$ cat config.mk
export PLATFORM = sky130hd
export DESIGN_NAME = float_unit
export DESIGN_NICKNAME = d
export VERILOG_FILES = /design/src/hw/float_pkg.sv /design/src/hw/float_decode.sv /design/src/hw/float_execute.sv /design/src/hw/float_result_stage.sv /design/src/hw/float_unit.sv
export SDC_FILE = /design/constraint.sdc
export NUM_CORES = 1
export LEC_CHECK = 0
export ABC_AREA = 1
export BUFFER_PORTS_ARGS = -buffer_cell sky130_fd_sc_hd__buf_2
export CORE_ASPECT_RATIO = 0.9
export CORE_MARGIN = 2
export CORE_UTILIZATION = 54
export CTS_CLUSTER_SIZE = 30
export DETAILED_ROUTE_END_ITERATION = 6
export HOLD_SLACK_MARGIN = 0.08
export PLACE_DENSITY = 0.74
export SYNTH_ARGS = -nofsm -noshare
export SYNTH_HDL_FRONTEND = slang
export SYNTH_SLANG_ARGS = --single-unit
$ cat constraint.sdc
create_clock -name clk -period 5 [get_ports clk]
set_input_delay 0.25 -clock clk [delete_from_list [all_inputs] [get_ports clk]]
set_output_delay 0.25 -clock clk [all_outputs]
set_load 0.02 [all_outputs]
$ cat src/hw/float_pkg.sv
package float_pkg;

    localparam int xlen           = 32;
    localparam int reg_addr_width = 5;

    localparam logic [6:0] opcode_op_fp = 7'b1010011;

    // funct7 values of the OP-FP instructions with an integer destination
    localparam logic [6:0] funct7_fmv_x_w  = 7'b1110000;
    localparam logic [6:0] funct7_fcvt_w_s = 7'b1100000; // rs2 tells the W and WU forms apart
    localparam logic [6:0] funct7_fcmp_s   = 7'b1010000;

    localparam logic [2:0] funct3_fmv_x_w = 3'b000; // 3'b001 in the same slot is FCLASS
    localparam logic [2:0] funct3_feq     = 3'b010;
    localparam logic [2:0] funct3_flt     = 3'b001;
    localparam logic [2:0] funct3_fle     = 3'b000;

    localparam logic [4:0] rs2_sel_w  = 5'b00000;
    localparam logic [4:0] rs2_sel_wu = 5'b00001;

    typedef struct packed {
        logic [6:0] funct7;
        logic [4:0] rs2;
        logic [4:0] rs1;
        logic [2:0] funct3;
        logic [4:0] rd;
        logic [6:0] opcode;
    } fp_rtype_t;

    // issue side writes raw, decode looks at the fields
    typedef union packed {
        logic [31:0] raw;
        fp_rtype_t   r;
    } fp_instr_t;

    typedef enum logic [2:0] {
        op_fmv_x_w,
        op_fcvt_w,
        op_fcvt_wu,
        op_feq,
        op_flt,
        op_fle
    } fp_op_e;

    typedef struct packed {
        fp_instr_t                 instruction;
        logic [xlen-1:0]           rs1_value;
        logic [xlen-1:0]           rs2_value;
        logic [reg_addr_width-1:0] dest_reg_addr; // renamed destination while rd stays raw
    } float_command_t;

    typedef struct packed {
        fp_op_e                    op;
        logic [xlen-1:0]           a;
        logic [xlen-1:0]           b;
        logic [reg_addr_width-1:0] addr;
    } float_op_t;

    typedef struct packed {
        logic [reg_addr_width-1:0] addr;
        logic [xlen-1:0]           value;
    } float_result_t;

endpackage

$ cat src/hw/float_decode.sv
`timescale 1ns/100ps

module float_decode (
    input  float_pkg::float_command_t command,
    output float_pkg::float_op_t      op,
    output logic                      produce
);
    import float_pkg::*;

    fp_instr_t instr;

    assign instr = command.instruction;

    always_comb begin
        produce = 1'b0;
        op.op   = op_fmv_x_w;
        op.a    = command.rs1_value;
        op.b    = command.rs2_value;
        op.addr = command.dest_reg_addr;

        if (instr.r.opcode == opcode_op_fp) begin
            case (instr.r.funct7)
                funct7_fmv_x_w: begin
                    if (instr.r.funct3 == funct3_fmv_x_w && instr.r.rs2 == 5'd0) begin
                        op.op   = op_fmv_x_w;
                        produce = 1'b1;
                    end
                end
                funct7_fcvt_w_s: begin
                    // funct3 is the rounding mode, ignored since we always truncate
                    case (instr.r.rs2)
                        rs2_sel_w: begin
                            op.op   = op_fcvt_w;
                            produce = 1'b1;
                        end
                        rs2_sel_wu: begin
                            op.op   = op_fcvt_wu;
                            produce = 1'b1;
                        end
                        default: ;
                    endcase
                end
                funct7_fcmp_s: begin
                    case (instr.r.funct3)
                        funct3_feq: begin
                            op.op   = op_feq;
                            produce = 1'b1;
                        end
                        funct3_flt: begin
                            op.op   = op_flt;
                            produce = 1'b1;
                        end
                        funct3_fle: begin
                            op.op   = op_fle;
                            produce = 1'b1;
                        end
                        default: ;
                    endcase
                end
                default: ; // float destinations and illegal encodings are dropped
            endcase
        end
    end

endmodule

$ cat src/hw/float_execute.sv
`timescale 1ns/100ps

module float_execute (
    input  logic                     clk,
    input  logic                     rst_n,
    input  logic                     command_valid,
    output logic                     command_ready,
    input  float_pkg::float_op_t     op,
    input  logic                     produce,
    output logic                     exe_valid,
    input  logic                     exe_ready,
    output float_pkg::float_result_t exe_result
);
    import float_pkg::*;

    float_op_t       op_q;
    logic            valid_q;
    logic [xlen-1:0] value;
    logic            nan_any;
    logic            both_zero;
    logic            eq;
    logic            lt;

    function automatic logic is_nan(input logic [31:0] x);
        return (x[30:23] == 8'hff) && (x[22:0] != 23'd0);
    endfunction

    // integer part of |x| for biased exponents 127 to 158
    function automatic logic [31:0] int_magnitude(input logic [31:0] x);
        logic [7:0]  e;
        logic [31:0] sig;
        e   = x[30:23] - 8'd127;
        sig = {8'd0, 1'b1, x[22:0]};
        if (e >= 8'd23) begin
            return sig << (e - 8'd23);
        end
        return sig >> (8'd23 - e);
    endfunction

    function automatic logic [31:0] fcvt_w(input logic [31:0] x);
        logic [31:0] mag;
        mag = int_magnitude(x);
        if (is_nan(x)) begin
            return 32'h7fff_ffff;
        end
        if (x[30:23] < 8'd127) begin
            return 32'd0; // |x| < 1
        end
        if (x[30:23] >= 8'd158) begin
            // -2^31 itself lands here too and is exact
            return x[31] ? 32'h8000_0000 : 32'h7fff_ffff;
        end
        return x[31] ? -mag : mag;
    endfunction

    function automatic logic [31:0] fcvt_wu(input logic [31:0] x);
        if (is_nan(x)) begin
            return 32'hffff_ffff;
        end
        if (x[31] || x[30:23] < 8'd127) begin
            return 32'd0;
        end
        if (x[30:23] >= 8'd159) begin
            return 32'hffff_ffff; // |x| >= 2^32
        end
        return int_magnitude(x);
    endfunction

    assign command_ready = !valid_q || exe_ready;
    assign exe_valid     = valid_q;

    always_ff @(posedge clk) begin
        if (!rst_n) begin
            valid_q <= 1'b0;
        end else if (command_ready) begin
            valid_q <= command_valid && produce; // dropped commands leave it empty
        end
    end

    always_ff @(posedge clk) begin
        if (command_ready && command_valid && produce) begin
            op_q <= op;
        end
    end

    // +0 and -0 compare equal
    always_comb begin
        nan_any   = is_nan(op_q.a) || is_nan(op_q.b);
        both_zero = (op_q.a[30:0] == 31'd0) && (op_q.b[30:0] == 31'd0);
        eq        = (op_q.a == op_q.b) || both_zero;
        if (op_q.a[31] != op_q.b[31]) begin
            lt = op_q.a[31] && !both_zero;
        end else if (!op_q.a[31]) begin
            lt = op_q.a[30:0] < op_q.b[30:0];
        end else begin
            lt = op_q.a[30:0] > op_q.b[30:0]; // with both negative the larger magnitude is smaller
        end
    end

    always_comb begin
        case (op_q.op)
            op_fcvt_w:  value = fcvt_w(op_q.a);
            op_fcvt_wu: value = fcvt_wu(op_q.a);
            op_feq:     value = {31'd0, !nan_any && eq};
            op_flt:     value = {31'd0, !nan_any && lt};
            op_fle:     value = {31'd0, !nan_any && (lt || eq)};
            default:    value = op_q.a; // FMV.X.W passes the raw bits
        endcase
    end

    assign exe_result.addr  = op_q.addr;
    assign exe_result.value = value;

endmodule

$ cat src/hw/float_result_stage.sv
`timescale 1ns/100ps

module float_result_stage (
    input  logic                     clk,
    input  logic                     rst_n,
    input  logic                     exe_valid,
    output logic                     exe_ready,
    input  float_pkg::float_result_t exe_result,
    output logic                     result_valid,
    input  logic                     result_ready,
    output float_pkg::float_result_t result
);
    import float_pkg::*;

    float_result_t out_q;
    float_result_t skid_q;
    logic          out_valid_q;
    logic          skid_valid_q;
    logic          in_xfer;
    logic          out_free;

    // straight from a flop, no path from result_ready
    assign exe_ready = !skid_valid_q;

    assign in_xfer  = exe_valid && exe_ready;
    assign out_free = !out_valid_q || result_ready;

    always_ff @(posedge clk) begin
        if (!rst_n) begin
            out_valid_q  <= 1'b0;
            skid_valid_q <= 1'b0;
        end else if (out_free) begin
            // skid entry drains first, no input can arrive while it is full
            out_valid_q  <= skid_valid_q || in_xfer;
            skid_valid_q <= 1'b0;
        end else if (in_xfer) begin
            skid_valid_q <= 1'b1; // output stalled, park the new one
        end
    end

    always_ff @(posedge clk) begin
        if (out_free) begin
            out_q <= skid_valid_q ? skid_q : exe_result;
        end
        if (!out_free && in_xfer) begin
            skid_q <= exe_result;
        end
    end

    assign result_valid = out_valid_q;
    assign result       = out_q;

endmodule

$ cat src/hw/float_unit.sv
`timescale 1ns/100ps

module float_unit (
    input  logic                      clk,
    input  logic                      rst_n,
    input  logic                      command_valid,
    output logic                      command_ready,
    input  float_pkg::float_command_t command,
    output logic                      result_valid,
    input  logic                      result_ready,
    output float_pkg::float_result_t  result
);
    import float_pkg::*;

    float_op_t     op;
    logic          produce;
    logic          exe_valid;
    logic          exe_ready;
    float_result_t exe_result;

    float_decode decode_inst (
        .command (command),
        .op      (op),
        .produce (produce)
    );

    float_execute execute_inst (
        .clk           (clk),
        .rst_n         (rst_n),
        .command_valid (command_valid),
        .command_ready (command_ready),
        .op            (op),
        .produce       (produce),
        .exe_valid     (exe_valid),
        .exe_ready     (exe_ready),
        .exe_result    (exe_result)
    );

    // registered output toward the core
    float_result_stage result_stage_inst (
        .clk          (clk),
        .rst_n        (rst_n),
        .exe_valid    (exe_valid),
        .exe_ready    (exe_ready),
        .exe_result   (exe_result),
        .result_valid (result_valid),
        .result_ready (result_ready),
        .result       (result)
    );

endmodule

==> impl_metrics.py <==
metrics = {
    "placed_design": {
        "io_buffers": 133,
        "placed_cell_area_um2": 13100,
        "dp_slack_ns": 0.373,
        "post-place-cells": 2140,
        "gp_congestion": 1.04,
        "hpwl_um": 30500,
    },
    "yosys": {
        "synth_edf_count": 146,
        "synth.most_common_cell": "nand2_1",
        "syn_inst": 1769,
        "ys_seq_elements": 149,
        "synth_area_leader_cell": "edfxtp_1",
        "synth_area_leaders": "edfxtp_1, nand2_1, nand3_1",
        "synthTopCellsByCount": "nand2_1, nand3_1, edfxtp_1",
        "ys_types": 54,
        "yosysTopAreaCellShare_pct": 35.8,
        "synth_nets": 1912,
        "async_reset_ff_share_pct": 0,
        "synth_area_per_cell_um2": 6.92,
        "synth_ff_type": "edfxtp_1",
        "yosysSeqAreaShare_pct": 36.3,
        "synth_warnings": 0,
        "syn_area_um2": 12200,
    },
    "final_layout": {
        "stdcell_count": 2247,
        "final_area_um2": 14500,
        "num_antenna_cells": 0,
        "area_delta_synth_final_pct": 18.4,
        "fin_util_pct": 64.7,
        "fin_nets": 2080,
        "drive_above_1_share_pct": 15.2,
    },
    "clock_network": {
        "clock-sinks": 149,
        "cts_buffers": 17,
        "clk_pin_slew_ns": 0.08,
        "cts_root_buf": "clkbuf_16",
        "clk_latency_ns": 0.44,
        "h-tree-depth": 4,
        "cts_tree": "yes",
        "cts_buffer_depth": 2,
    },
    "setup_path": {
        "path_max_fanout": 20,
        "crit_path_end_kind": "register",
        "crit_top_cell": "nand2_1",
        "slowest_stage": "edfxtp_1",
        "ff2ff_path_depth": 29,
        "cp.required_ns": 5.20,
        "cp_slowest_stage_delay_ns": 0.49,
        "worstPathArrival_ns": 4.93,
        "criticalPathCategory": "reg -> reg",
        "start_kind": "register",
    },
    "route": {
        "drt_wl_total_um": 44400,
        "viasPerCell": 6.04,
        "routedWlPerCell_um": 19.8,
        "drcViolationCount": 0,
        "first_pass_iters": 6,
        "drt-initial-drc-count": 2104,
        "ant_nets": 0,
        "num_vias": 13600,
    },
    "global_route": {
        "grt_max_degree": 73,
        "grt_antenna_before_repair": 0,
        "track_usage_pct": 37.4,
        "overflow": 0,
        "grt_pass1_wl_um": 68600,
        "grt_pass1_vias": 12500,
    },
    "die": {
        "start_util_pct": 54.7,
        "die_area_um2": 23900,
        "die_h_um": 147,
        "fp.dieW_um": 163,
        "num_rows": 52,
        "io-pin-count": 144,
        "coreArea_um2": 22400,
    },
    "power": {
        "ir_drop_mv": 0.203,
        "p_sw_share_pct": 23.6,
        "power_frac_seq_pct": 49.5,
        "comb_power_share_pct": 3.2,
        "clkPwrFrac_pct": 47.4,
        "internal-power_mw": 2.10,
        "p_per_area_nw_per_um2": 189,
        "power_mw": 2.74,
        "power.leakage_nw": 6.86,
        "p_switching_uw": 646,
    },
    "timing": {
        "slew_violations": 0,
        "tns_ns": 0,
        "skew_ns": 0.0214,
        "max_clock_freq_ghz": 0.211,
        "finalCriticalPeriod_ns": 4.73,
        "whs_ns": 0.180,
        "finalHoldViolCount": 0,
        "tightest_slew_ns": 1.07,
        "post-route-period-util_pct": 94.6,
        "layout_setup_ws_ns": 0.271,
        "slew_headroom_pct": 28.3,
        "setup_viol": 0,
    },
    "worst_hold_path": {
        "hold_depth": 3,
        "hold_class": "in -> reg",
    },
    "outcome": {
        "outcome": "finished, final reports clean",
    },
    "flow_run": {
        "max-cap-violations": 0,
    },
}
## per-layer routing
| metal | routed length (um) | vias up | part of all wire (%) | global-route usage [%] |
|---|---|---|---|---|
| li1 | - | 6364 | - | - |
| met1 | 18100 | 6210 | 41 | 52.6 |
| met2 | 19300 | 886 | 43 | 55.1 |
| met3 | 5480 | 109 | 12 | 10.0 |
| met4 | 1560 | 0 | 3.5 | 14.2 |
| met5 | 0 | - | 0 | 0 |
## state kept, by name, indices dropped and copies added (netlist names)
signal,count
execute_inst.exe_valid,1
execute_inst.exe_result,5
result_stage_inst.result,37
result_stage_inst.skid_q,37
execute_inst.op_q,67
result_stage_inst.result_valid,1
result_stage_inst.skid_valid_q,1
## placed cells by master (no fill, tap or decap), types with 3 or more instances in the layout
cell,netlist,routed
a21oi_1,63,62
inv_2,16,15
nor3_1,19,18
inv_6,0,3
o21ai_0,77,76
clkbuf_16,0,17
nand3_1,261,261
buf_2,22,133
nand2_2,17,17
nor2_4,4,5
inv_8,0,6
nand2_1,622,622
nand3_2,16,16
nor2_1,98,95
a31oi_1,7,7
clkinv_8,0,4
edfxtp_1,146,146
nor2_2,8,10
nor4_1,17,16
a21oi_2,4,3
inv_4,2,3
nand4_1,73,73
buf_4,0,37
dfxtp_1,3,3
and2_1,3,3
inv_1,117,117
nand4_2,7,6
a21oi_4,1,3
o21ai_1,17,18
dlygate4sd3_1,0,70
nand3b_1,3,3
nand2_4,6,5
ha_1,38,37
## power groups by stage
| stage | clock (mW) | combinational [mW] | sequential (mW) |
|---|---|---|---|
| global route | 1.36 | 0.0926 | 1.36 |
| CTS | 1.31 | 0.0818 | 1.36 |
| floorplan | 0 | 0.00353 | 1.39 |
| detailed placement | 0 | 0.0400 | 1.39 |
| finish | 1.30 | 0.0868 | 1.36 |
| global placement | 0 | 0.0387 | 1.39 |
## path summary, 6_finish.rpt
path | from | to | slack (ns)
hold / removal | command_valid | execute_inst.exe_valid | 0.18
setup reg to reg | execute_inst.op_q[61] | result_stage_inst.result[25] | 0.27
setup / recovery | execute_inst.op_q[61] | result_stage_inst.result[25] | 0.27
hold reg to reg | execute_inst.exe_result[35] | result_stage_inst.skid_q[35] | 0.46
## critical path: cells and delay by family, from the launching register on
| kind | cells | cell delay, ns |
|---|---|---|
| flip-flops | 1 | 0.49 |
| AND/OR/NAND/NOR | 24 | 2.94 |
| AO/OA/AOI/OAI | 1 | 0.22 |
| adder cells (fa/ha/maj) | 2 | 0.40 |
| buffers and inverters | 2 | 0.41 |
## area by class of cell
type,count,area (um^2)
sequential,149,4440
fill,1984,7890
timing repair buffer,240,1640
clock buffer,17,425
clock inverter,15,175
multi-input combinational,1392,6910
tap,297,372
inverter,137,522
## cell families (layout without fill, tap and decap cells)
kind of cell,after synthesis,in the layout,synth area share (%)
xor gates and xnor gates,4,4,0.286
AOI/OAI and AO/OA,189,189,8.57
adders and majority gates,38,38,3.89
and+or+nand+nor,1161,1161,43.2
buffers and inverters,228,409,7.72
DFF,149,149,36.3
## repair_timing
item | CTS | global route
endpoints found under the hold margin | 71 | 0
resized for setup | 0 | 7
endpoints found under the setup margin | 0 | 27
hold buffers | 70 | 0
buffers inserted | 0 | 5
Power figures use the tool's default switching activity.
